===== src/logic/corr_pkg.sv =====
`default_nettype none

package corr_pkg;

    localparam int din_width = 8;
    localparam int vector_len = 8;
    localparam int acc_width = 32;

    // sum of two din x din products needs one extra bit
    localparam int prod_width = 2 * din_width + 1;
    localparam int chan_width = $clog2(vector_len);
    localparam int acc_len_width = 16;

    typedef logic signed [din_width-1:0] sample_t;
    typedef logic signed [prod_width-1:0] prod_t;
    typedef logic signed [acc_width-1:0] acc_t;
    typedef logic [chan_width-1:0] chan_t;
    typedef logic [acc_len_width-1:0] acc_len_t;

    // host read selector
    typedef enum logic [1:0] {
        sel_r11,
        sel_r22,
        sel_r12_re,
        sel_r12_im
    } sel_t;

    typedef struct packed {
        sample_t x0_re;
        sample_t x0_im;
        sample_t x1_re;
        sample_t x1_im;
    } cplx_pair_t;

    typedef struct packed {
        chan_t chan;
        logic first;
        logic last;
    } lane_tag_t;

    typedef struct packed {
        prod_t r11;
        prod_t r22;
        prod_t r12_re;
        prod_t r12_im;
    } corr_prod_t;

    typedef struct packed {
        acc_t r11;
        acc_t r22;
        acc_t r12_re;
        acc_t r12_im;
    } corr_result_t;

endpackage

`default_nettype wire

===== src/logic/correlator_top.sv =====
`timescale 1ns/1ps
`default_nettype none

module correlator_top (
    input wire clk,
    input wire reset,
    input wire corr_pkg::cplx_pair_t din,
    input wire din_valid,
    input wire sync_in,
    input wire corr_pkg::acc_len_t acc_len,
    input wire cnt_rst,
    input wire rd_en,
    input wire corr_pkg::chan_t rd_addr,
    input wire corr_pkg::sel_t rd_sel,
    output wire corr_pkg::acc_t rd_data,
    output wire rd_valid,
    output wire data_ready,
    output wire ovf_flag
);
    import corr_pkg::*;

    corr_result_t res;
    chan_t res_chan;
    logic res_valid;

    correlator_lane lane0 (
        .clk(clk),
        .reset(reset),
        .din(din),
        .din_valid(din_valid),
        .sync_in(sync_in),
        .acc_len(acc_len),
        .cnt_rst(cnt_rst),
        .res(res),
        .res_chan(res_chan),
        .res_valid(res_valid),
        .ovf_flag(ovf_flag)
    );

    // finished vectors land here for the host
    result_bank bank0 (
        .clk(clk),
        .reset(reset),
        .res(res),
        .res_chan(res_chan),
        .res_valid(res_valid),
        .rd_en(rd_en),
        .rd_addr(rd_addr),
        .rd_sel(rd_sel),
        .rd_data(rd_data),
        .rd_valid(rd_valid),
        .data_ready(data_ready)
    );

endmodule

`default_nettype wire


===== src/logic/result_bank.sv =====
`timescale 1ns/1ps
`default_nettype none

module result_bank (
    input wire clk,
    input wire reset,
    input wire corr_pkg::corr_result_t res,
    input wire corr_pkg::chan_t res_chan,
    input wire res_valid,
    input wire rd_en,
    input wire corr_pkg::chan_t rd_addr,
    input wire corr_pkg::sel_t rd_sel,
    output corr_pkg::acc_t rd_data,
    output logic rd_valid,
    output logic data_ready
);
    import corr_pkg::*;

    // one memory per product, indexed by selector
    acc_t mem [4][vector_len];

    always_ff @(posedge clk) begin
        if (res_valid) begin
            mem[sel_r11][res_chan] <= res.r11;
            mem[sel_r22][res_chan] <= res.r22;
            mem[sel_r12_re][res_chan] <= res.r12_re;
            mem[sel_r12_im][res_chan] <= res.r12_im;
        end
    end

    always_ff @(posedge clk) begin
        if (rd_en) begin
            rd_data <= mem[rd_sel][rd_addr];
        end
    end

    always_ff @(posedge clk) begin
        if (reset) begin
            rd_valid <= 1'b0;
        end else begin
            rd_valid <= rd_en;
        end
    end

    // set once the whole vector is in, cleared by a host read
    always_ff @(posedge clk) begin
        if (reset) begin
            data_ready <= 1'b0;
        end else if (res_valid && (res_chan == chan_t'(vector_len - 1))) begin
            data_ready <= 1'b1;
        end else if (rd_en) begin
            data_ready <= 1'b0;
        end
    end

    // lane only emits sums that started from a first frame
    res_known: assert property (
        @(posedge clk) disable iff (reset) res_valid |-> !$isunknown({res, res_chan})
    ) else $error("result written with unknown bits");

endmodule

`default_nettype wire


===== src/logic/correlator_lane.sv =====
`timescale 1ns/1ps
`default_nettype none

module correlator_lane (
    input wire clk,
    input wire reset,
    input wire corr_pkg::cplx_pair_t din,
    input wire din_valid,
    input wire sync_in,
    input wire corr_pkg::acc_len_t acc_len,
    input wire cnt_rst,
    output wire corr_pkg::corr_result_t res,
    output wire corr_pkg::chan_t res_chan,
    output wire res_valid,
    output wire ovf_flag
);
    import corr_pkg::*;

    lane_tag_t tag;
    logic tag_valid;
    corr_prod_t prod;
    lane_tag_t prod_tag;
    logic prod_valid;

    frame_control frame_control0 (
        .clk(clk),
        .reset(reset),
        .din_valid(din_valid),
        .sync_in(sync_in),
        .acc_len(acc_len),
        .cnt_rst(cnt_rst),
        .tag(tag),
        .tag_valid(tag_valid)
    );

    // samples before the first sync are dropped here
    power_mult power_mult0 (
        .clk(clk),
        .reset(reset),
        .din(din),
        .din_valid(tag_valid),
        .tag(tag),
        .prod(prod),
        .prod_tag(prod_tag),
        .prod_valid(prod_valid)
    );

    vector_accumulator vector_accumulator0 (
        .clk(clk),
        .reset(reset),
        .prod(prod),
        .prod_tag(prod_tag),
        .prod_valid(prod_valid),
        .cnt_rst(cnt_rst),
        .res(res),
        .res_chan(res_chan),
        .res_valid(res_valid),
        .ovf_flag(ovf_flag)
    );

endmodule

`default_nettype wire


===== src/logic/vector_accumulator.sv =====
`timescale 1ns/1ps
`default_nettype none

module vector_accumulator (
    input wire clk,
    input wire reset,
    input wire corr_pkg::corr_prod_t prod,
    input wire corr_pkg::lane_tag_t prod_tag,
    input wire prod_valid,
    input wire cnt_rst,
    output corr_pkg::corr_result_t res,
    output corr_pkg::chan_t res_chan,
    output logic res_valid,
    output logic ovf_flag
);
    import corr_pkg::*;

    // running sums, one entry per channel
    corr_result_t acc_mem [vector_len];

    corr_result_t base;
    corr_result_t addend;
    corr_result_t sum;
    logic [3:0] ovf_bits;

    // same-sign operands giving a result of the other sign
    function automatic logic add_ovf(input acc_t a, input acc_t b, input acc_t s);
        return (a[acc_width-1] == b[acc_width-1]) && (s[acc_width-1] != a[acc_width-1]);
    endfunction

    always_comb begin
        // first frame starts a fresh sum
        base = prod_tag.first ? '0 : acc_mem[prod_tag.chan];

        addend.r11 = acc_t'(prod.r11);
        addend.r22 = acc_t'(prod.r22);
        addend.r12_re = acc_t'(prod.r12_re);
        addend.r12_im = acc_t'(prod.r12_im);

        sum.r11 = base.r11 + addend.r11;
        sum.r22 = base.r22 + addend.r22;
        sum.r12_re = base.r12_re + addend.r12_re;
        sum.r12_im = base.r12_im + addend.r12_im;

        ovf_bits[0] = add_ovf(base.r11, addend.r11, sum.r11);
        ovf_bits[1] = add_ovf(base.r22, addend.r22, sum.r22);
        ovf_bits[2] = add_ovf(base.r12_re, addend.r12_re, sum.r12_re);
        ovf_bits[3] = add_ovf(base.r12_im, addend.r12_im, sum.r12_im);
    end

    always_ff @(posedge clk) begin
        if (prod_valid) begin
            acc_mem[prod_tag.chan] <= sum;
        end
    end

    // finished vector entry goes out on the last frame
    always_ff @(posedge clk) begin
        if (prod_valid && prod_tag.last) begin
            res <= sum;
            res_chan <= prod_tag.chan;
        end
    end

    always_ff @(posedge clk) begin
        if (reset) begin
            res_valid <= 1'b0;
        end else begin
            res_valid <= prod_valid && prod_tag.last;
        end
    end

    always_ff @(posedge clk) begin
        if (reset || cnt_rst) begin
            ovf_flag <= 1'b0;
        end else if (prod_valid && (|ovf_bits)) begin
            // sticky
            ovf_flag <= 1'b1;
        end
    end

endmodule

`default_nettype wire


===== src/logic/power_mult.sv =====
`timescale 1ns/1ps
`default_nettype none

module power_mult (
    input wire clk,
    input wire reset,
    input wire corr_pkg::cplx_pair_t din,
    input wire din_valid,
    input wire corr_pkg::lane_tag_t tag,
    output corr_pkg::corr_prod_t prod,
    output corr_pkg::lane_tag_t prod_tag,
    output logic prod_valid
);
    import corr_pkg::*;

    typedef logic signed [2*din_width-1:0] pprod_t;

    // x0 and x1 squares, then cross terms
    pprod_t p_r0r0;
    pprod_t p_i0i0;
    pprod_t p_r1r1;
    pprod_t p_i1i1;
    pprod_t p_r0r1;
    pprod_t p_i0i1;
    pprod_t p_i0r1;
    pprod_t p_r0i1;

    lane_tag_t tag_s1;
    logic valid_s1;

    always_ff @(posedge clk) begin
        if (din_valid) begin
            p_r0r0 <= din.x0_re * din.x0_re;
            p_i0i0 <= din.x0_im * din.x0_im;
            p_r1r1 <= din.x1_re * din.x1_re;
            p_i1i1 <= din.x1_im * din.x1_im;
            p_r0r1 <= din.x0_re * din.x1_re;
            p_i0i1 <= din.x0_im * din.x1_im;
            p_i0r1 <= din.x0_im * din.x1_re;
            p_r0i1 <= din.x0_re * din.x1_im;
            tag_s1 <= tag;
        end
    end

    always_ff @(posedge clk) begin
        if (valid_s1) begin
            prod.r11 <= prod_t'(p_r0r0) + prod_t'(p_i0i0);
            prod.r22 <= prod_t'(p_r1r1) + prod_t'(p_i1i1);
            // x0 * conj(x1)
            prod.r12_re <= prod_t'(p_r0r1) + prod_t'(p_i0i1);
            prod.r12_im <= prod_t'(p_i0r1) - prod_t'(p_r0i1);
            prod_tag <= tag_s1;
        end
    end

    always_ff @(posedge clk) begin
        if (reset) begin
            valid_s1 <= 1'b0;
            prod_valid <= 1'b0;
        end else begin
            valid_s1 <= din_valid;
            prod_valid <= valid_s1;
        end
    end

endmodule

`default_nettype wire


===== src/logic/frame_control.sv =====
`timescale 1ns/1ps
`default_nettype none

module frame_control (
    input wire clk,
    input wire reset,
    input wire din_valid,
    input wire sync_in,
    input wire corr_pkg::acc_len_t acc_len,
    input wire cnt_rst,
    output corr_pkg::lane_tag_t tag,
    output logic tag_valid
);
    import corr_pkg::*;

    chan_t chan_cnt;
    acc_len_t frame_cnt;
    acc_len_t len_q;
    logic armed;

    chan_t cur_chan;
    acc_len_t cur_frame;
    acc_len_t cur_len;
    logic accept;

    always_comb begin
        // a sync sample is channel 0 of frame 0 already
        cur_chan = sync_in ? '0 : chan_cnt;
        cur_frame = sync_in ? '0 : frame_cnt;
        if (sync_in) begin
            // zero length behaves as one frame
            cur_len = (acc_len == '0) ? acc_len_t'(1) : acc_len;
        end else begin
            cur_len = len_q;
        end
        accept = din_valid && (armed || sync_in);

        tag.chan = cur_chan;
        tag.first = (cur_frame == '0);
        tag.last = (cur_frame == acc_len_t'(cur_len - 1'b1));
        tag_valid = accept;
    end

    always_ff @(posedge clk) begin
        if (reset) begin
            chan_cnt <= '0;
            frame_cnt <= '0;
            len_q <= acc_len_t'(1);
            armed <= 1'b0;
        end else if (cnt_rst) begin
            chan_cnt <= '0;
            frame_cnt <= '0;
            armed <= 1'b0;
        end else if (accept) begin
            armed <= 1'b1;
            if (sync_in) begin
                len_q <= cur_len;
            end
            if (cur_chan == chan_t'(vector_len - 1)) begin
                chan_cnt <= '0;
                // wrap so integrations run back to back
                if (tag.last) begin
                    frame_cnt <= '0;
                end else begin
                    frame_cnt <= cur_frame + 1'b1;
                end
            end else begin
                chan_cnt <= cur_chan + 1'b1;
            end
        end
    end

    sync_needs_valid: assert property (
        @(posedge clk) disable iff (reset) sync_in |-> din_valid
    ) else $error("sync_in seen without din_valid");

endmodule

`default_nettype wire


===== config.mk =====
export PLATFORM = sky130hd
export DESIGN_NAME = correlator_top
export DESIGN_NICKNAME = d
export VERILOG_FILES = /design/src/logic/corr_pkg.sv /design/src/logic/correlator_top.sv /design/src/logic/result_bank.sv /design/src/logic/correlator_lane.sv /design/src/logic/vector_accumulator.sv /design/src/logic/power_mult.sv /design/src/logic/frame_control.sv
export SDC_FILE = /design/constraint.sdc
export NUM_CORES = 2
export LEC_CHECK = 0
export BUFFER_PORTS_ARGS = -buffer_cell sky130_fd_sc_hd__buf_2
export CAP_MARGIN = 15
export CELL_PAD_IN_SITES_DETAIL_PLACEMENT = 1
export CELL_PAD_IN_SITES_GLOBAL_PLACEMENT = 1
export CORE_MARGIN = 5
export CORE_UTILIZATION = 50
export CTS_CLUSTER_DIAMETER = 50
export DETAILED_ROUTE_END_ITERATION = 10
export PLACE_DENSITY_LB_ADDON = 0.1
export SYNTH_ARGS = -nofsm -noshare
export SYNTH_HDL_FRONTEND = slang
export SYNTH_SLANG_ARGS = --single-unit

===== constraint.sdc =====
create_clock -name clk -period 9.44 [get_ports clk]
set_clock_uncertainty 0.15 [all_clocks]
set_input_delay 0.944 -clock clk [delete_from_list [all_inputs] [get_ports clk]]
set_output_delay 0.944 -clock clk [all_outputs]
set_load 0.1 [all_outputs]

# == Word level (Yosys, flattened, before mapping) ==
# Memory sizes are Yosys's and may differ from the RTL's. A register that Yosys moved wholly into a read port is not among the register bits.
# Cells that the tools add are included.
# word_totals
reg_bits,411
ram_bits,2048
inputBits,59
output_inout_bits,35
memories,2
# memory_table
name,words,word_bits,read_ports,rd_ports_with_merged_regs,write_ports,line,rtl
bank0.mem,4,256,1,0,4,result_bank.sv:20,acc_t mem [4][vector_len];
lane0.vector_accumulator0.acc_mem,8,128,1,1,1,vector_accumulator.sv:19,corr_result_t acc_mem [vector_len];
# classes
add_sub_neg,11
n_mul,8
n_lt_le_gt_ge,3
n_eq_ne,11
n_mux,19
bitwise,3
reduce_logical,18
# ops
operator,count
$mux W256,1
$add A32 B17 Y32,4
$mul A8 B8 Y16,8
$mux W128,1
$bmux W32 S3,1
$demux W32 S3,1
$mux W32,3
$mux W16,4
$add A16 B16 Y17,3
$logic_not A16 Y1,2
$sub A16 B16 Y17,1
$add A16 B1 Y16 const B,1
$eq A16 B16 Y1,1
$sub A16 B1 Y16 const B,1
$logic_and A1 B1 Y1,9
$mux W3,3
$ge A4 B4 Y1 const B,2
$not A3 Y4,2
$eq A3 B3 Y1 const B,2
$mux W1,5
$eq A1 B1 Y1,4
$lt A4 B1 Y1 const B,1
$ne A1 B1 Y1,4
$reduce_or A4 Y1,1
7 further kinds,8

# == Longest topological paths before layout ==
# depth
depth_word,6
ltp_mapped,23

# == Modules after synthesis ==
# A second synthesis with hierarchy kept.
# hier_totals
cells_unflattened,8664
hier_area_um2,120443.0
# by_module_without_submodules
module,instances,cells_each,area_each_um2
vector_accumulator,1,3308,49697.7
result_bank,1,2233,40720.3
power_mult,1,2738,27242.4
frame_control,1,385,2782.7

# == Worst setup path before layout ==
# No wires, ideal clock.
# synth_timing
path_kind,flip-flop to flip-flop
startpoint,register lane0.power_mult0.prod_tag[4] (netlist name)
endpoint,memory lane0.vector_accumulator0.acc_mem[0][0] (netlist bit) (enable)
setup_ns,0.772
arrival_time_ns,9.233
required_ns,8.518
setup_slack_ns,-0.714
stages_incl_launch_ff,3
path_buffers,0
period_less_slack_ns,10.154
cell_sequence,edfxtp_1 nand2b_1 nor3_1
# synth_rtl
item,line
end: declaration,vector_accumulator.sv:19
# No word-level cell before the write port.

==> summary.txt <==
Status
  – Status: finished, final reports clean

Synthesis
  – Syn nets: 7864
  – YS warnings: 0
  – Mean instance size in the synthesized netlist: 16.72 µm²
  – Post-synthesis cell type count: 83
  – Post-synth top flop: edfxtp_1
  – XOR/XNOR Fraction of Synth Area: 2.449%
  – Sequential area share after synthesis: 62.73%
  – Ys async rst share: 0%
  – Compound-gate portion of the synthesized area: 3.316%
  – Post-synthesis mux area share: 12.68%
  – Post-Synth Simple-Gate Area: 4.641%
  – Netlist Area Pre-Place: 116900 µm²
  – Synth Instances: 6994
  – Main combinational cell family by area after synthesis: multiplexers
  – Post-synthesis adder-cell area fraction: 11.22%
  – Number of flops mapped to enable cells by yosys: 2413
  – FF+latch count, synth: 2458

Finish
  – Nets: 8084
  – Area taken by multi-input logic gates: 40270 µm²
  – FF+latch area: 73380 µm²
  – Final cell count without fillers: 10573
  – Final core utilization: 56.26%
  – Share of cells above drive strength 1: 17.30%
  – Area delta synth->final: 11.99%
  – Fillers: 21081

Critical path
  – CP max stage delay: 940 ps
  – Worst EP required: 10070 ps
  – Crit path DAT: 7160 ps
  – Kind of critical path: flip-flop to flip-flop
  – Worst Setup Start Kind: flip-flop
  – Crit end category: flip-flop
  – Cell-by-cell trace of the critical path: buf_4 > mux2i_1 > nor2_1 > ha_1 > a2111oi_0 > o21ai_1 > a221oi_1 > o21ai_0 > a21boi_1 > o21ai_0 > a221o_1 > mux2i_1 > nor4_1 > a31oi_1
  – CP max FO: 28
  – Slowest cell on the critical path: a221oi_1

CTS
  – CTS clk-pin slew, worst paths: 60 ps
  – CTS tree: yes
  – Skew-Pair Late Insertion Delay: 930 ps
  – Htree depth: 5
  – CTS Buffer Depth: 4
  – Post_cts resized: 0
  – Sink Count: 2458
  – Postcts setup bufs: 0
  – CTS Hold Bufs: 0
  – Root Driver: clkbuf_16
  – TritonCTS Buffers: 304

Floorplanning
  – Die area: 243700 µm²
  – Die Wd: 493.6 µm
  – Initial Util: 50.24%
  – Core Rows: 177
  – Core Area: 232800 µm²
  – Chip Height: 493.6 µm
  – I/O Pins: 94

STA
  – Hold WS: 133.5 ps
  – Final Hold Fails: 0
  – F_max: 0.1531 GHz
  – Final min period: 6532 ps
  – Final setup viols: 0
  – Worst-Margin Slew: 1238 ps
  – RSZ-0062 raised after global routing: no
  – Relative slew slack: 17.49%
  – Max Slew Vio Count: 0
  – Tcrit/Tclk final: 69.20%

Route
  – Final ANT Viol Nets: 0
  – DR pass1 iterations: 5
  – Final WL: 282.9 mm
  – DR iter-0 viols: 4855
  – Residual DRC: 0
  – Via Count: 61253
  – Drt wl/cell: 26.76 µm
  – Drt via density: 5.793

Pwr
  – Int Pwr: 0.02276 W
  – Logic pwr share: 23.5%
  – Net switching power: 0.009340 W
  – VDD IR max: 0.0001639 V
  – Sw frac: 29.10%
  – Power density over cell area: 245.1 nW/µm²
  – Sequential fraction of design power: 41.9%
  – Leakage: 46.80 nW
  – Clock power share: 34.6%

Placed design
  – GP Congestion: 0.7992
  – Dpl cells: 10035
  – HPWL after DPL: 180.2 mm
  – IO buf count: 93

Global routing
  – Global-route wire length before repair: 431.1 mm
  – Largest net degree at the start of global routing: 129
  – Initial antenna violation count: 33
  – GR Overflow Total: 0
  – Vias in the first global route: 67477
  – Total track usage: 23.62%

Flow run
  – Max-cap violation count: 0

Min path
  – HP Class: input pin to flip-flop
[sequential cells by signal (all words and copies together), names as in the netlist, 3 cells and up, named ones only]
signal and count:
bank0.mem 1024, bank0.rd_data 32, lane0.frame_control0.chan_cnt 3, lane0.frame_control0.frame_cnt 16
lane0.frame_control0.len_q 16, lane0.power_mult0.p_i0i0 15, lane0.power_mult0.p_i0i1 16, lane0.power_mult0.p_i0r1 16
lane0.power_mult0.p_i1i1 15, lane0.power_mult0.p_r0i1 16, lane0.power_mult0.p_r0r0 15, lane0.power_mult0.p_r0r1 16
lane0.power_mult0.p_r1r1 15, lane0.power_mult0.prod 68, lane0.power_mult0.prod_tag 5, lane0.power_mult0.tag_s1 5
lane0.vector_accumulator0.acc_mem 1024, lane0.vector_accumulator0.res 128, lane0.vector_accumulator0.res_chan 3
[cell families (layout without fill, tap and decap cells)]
logic type,after synthesis,after routing
other,0,8
AO/OA/AOI/OAI,605,605
AND/OR/NAND/NOR,1116,1116
buffers and inverters,921,1360
XOR/XNOR,327,327
flip-flops,2458,2458
multiplexers,756,756
adder cells (fa/ha/maj),811,811
[power groups by stage]
stage               Clock (W)  Sequential [W]  Combinational [W]
finish                 0.0111          0.0134            0.00755
global route           0.0119          0.0135            0.00851
CTS                    0.0114          0.0134            0.00764
detailed placement          0          0.0137            0.00759
global placement            0          0.0137            0.00735
floorplan                   0          0.0136            0.00520
[Yosys cell counts, types with 5 or more instances]
master | instances | area, µm²
edfxtp_1 | 2413 | 72460
o31ai_1 | 5 | 37.54
clkbuf_1 | 208 | 780.8
a21o_1 | 79 | 593.1
xor2_1 | 71 | 621.9
nor3_1 | 57 | 285.3
nor3b_1 | 10 | 75.07
nor4_1 | 16 | 100.1
fa_1 | 396 | 7928
nand2_1 | 275 | 1032
o21ai_0 | 118 | 590.6
nor2_1 | 323 | 1212
a211o_1 | 8 | 70.07
nand2b_1 | 42 | 262.8
nand3_1 | 43 | 215.2
nand3b_1 | 5 | 37.54
and2_1 | 208 | 1301
o21a_1 | 28 | 210.2
o21bai_1 | 28 | 210.2
nor2b_1 | 62 | 387.9
inv_1 | 646 | 2425
a311oi_1 | 5 | 43.79
nand4_1 | 5 | 31.28
mux2_2 | 43 | 484.2
a211oi_1 | 15 | 112.6
o41ai_1 | 6 | 52.55
mux2i_1 | 137 | 1371
and3_1 | 23 | 143.9
xnor2_1 | 256 | 2242
o211ai_1 | 16 | 120.1
ha_1 | 415 | 5192
or2_2 | 13 | 81.33
a21boi_0 | 16 | 120.1
nand4b_1 | 5 | 43.79
a31o_2 | 11 | 96.34
or3_1 | 15 | 93.84
dfxtp_1 | 45 | 900.9
a31oi_1 | 18 | 112.6
a21oi_1 | 197 | 986.0
a2111oi_0 | 6 | 52.55
buf_1 | 59 | 221.5
mux4_2 | 576 | 12970
[placed cells by master, fill, tap and decap left out, types with 16 or more instances in the layout]
cell type / count
a21boi_0: 16
a21o_1: 79
a21oi_1: 197
a31oi_1: 18
and2_1: 207
and3_1: 23
buf_12: 17
buf_2: 89
buf_4: 76
bufinv_16: 24
clkbuf_1: 47
clkbuf_16: 308
clkinv_1: 56
clkinv_2: 29
dfxtp_1: 41
edfxtp_1: 2413
fa_1: 396
ha_1: 415
inv_1: 645
inv_6: 26
mux2_2: 43
mux2i_1: 137
mux4_2: 576
nand2_1: 275
nand2b_1: 42
nand3_1: 43
nor2_1: 311
nor2b_1: 62
nor3_1: 53
nor4_1: 16
o211ai_1: 16
o21a_1: 28
o21ai_0: 118
o21bai_1: 28
xnor2_1: 253
xor2_1: 71
[per-stage QoR]
step	area, µm²	total power, W	setup WS (ps)	TNS, ps
finish	131000	0.03210	2908	0
global route	130900	0.03388	2423	0
CTS	130900	0.03244	2797	0
detailed placement	121400	0.02126	2749	0
global placement	121400	0.02101	2985	0
floorplan	117000	0.01877	-676.6	-170870
[per-layer routing]
| metal | part of all wire [%] | vias to the layer above | track usage (%) | wire [µm] |
|---|---|---|---|---|
| met5 | 0.017 | - | 0 | 49 |
| met4 | 2.1 | 8 | 5.628 | 5920 |
| met3 | 6.8 | 372 | 5.116 | 19310 |
| met2 | 48 | 1662 | 38.34 | 136400 |
| met1 | 43 | 32503 | 33.03 | 121300 |
| li1 | - | 26708 | - | - |
[cell type report]
cell class              instances  area share [%]
repair buffers                185           1.068
well taps                    3132           2.992
clock buffers                 355           6.020
flip-flops and latches       2458           56.03
clock inverters               170           1.255
multi-input cells            3615           30.75
inverters                     650           1.867
diodes                          8         0.01529
[worst max-delay path: cells and delay by family, from the launching register on]
kind	cells	cell delay [ps]
adders and majority gates	1	360
muxes	2	450
buffers and inverters	1	520
DFF	1	820
AOI/OAI and AO/OA	8	3430
and+or+nand+nor	2	570
[path summary, 6_finish.rpt]
kind                               startpoint  slack [ps]  cells past startpoint                                 end
hold / removal                      din_valid         130                      2    lane0.frame_control0.chan_cnt[0]
setup / recovery                    flip-flop        2910                     14  lane0.vector_accumulator0.ovf_flag
setup reg to reg                    flip-flop        2910                     14  lane0.vector_accumulator0.ovf_flag
hold reg to reg   lane0.power_mult0.tag_s1[0]         280                      0       lane0.power_mult0.prod_tag[0]
Power figures use the tool's default switching activity.
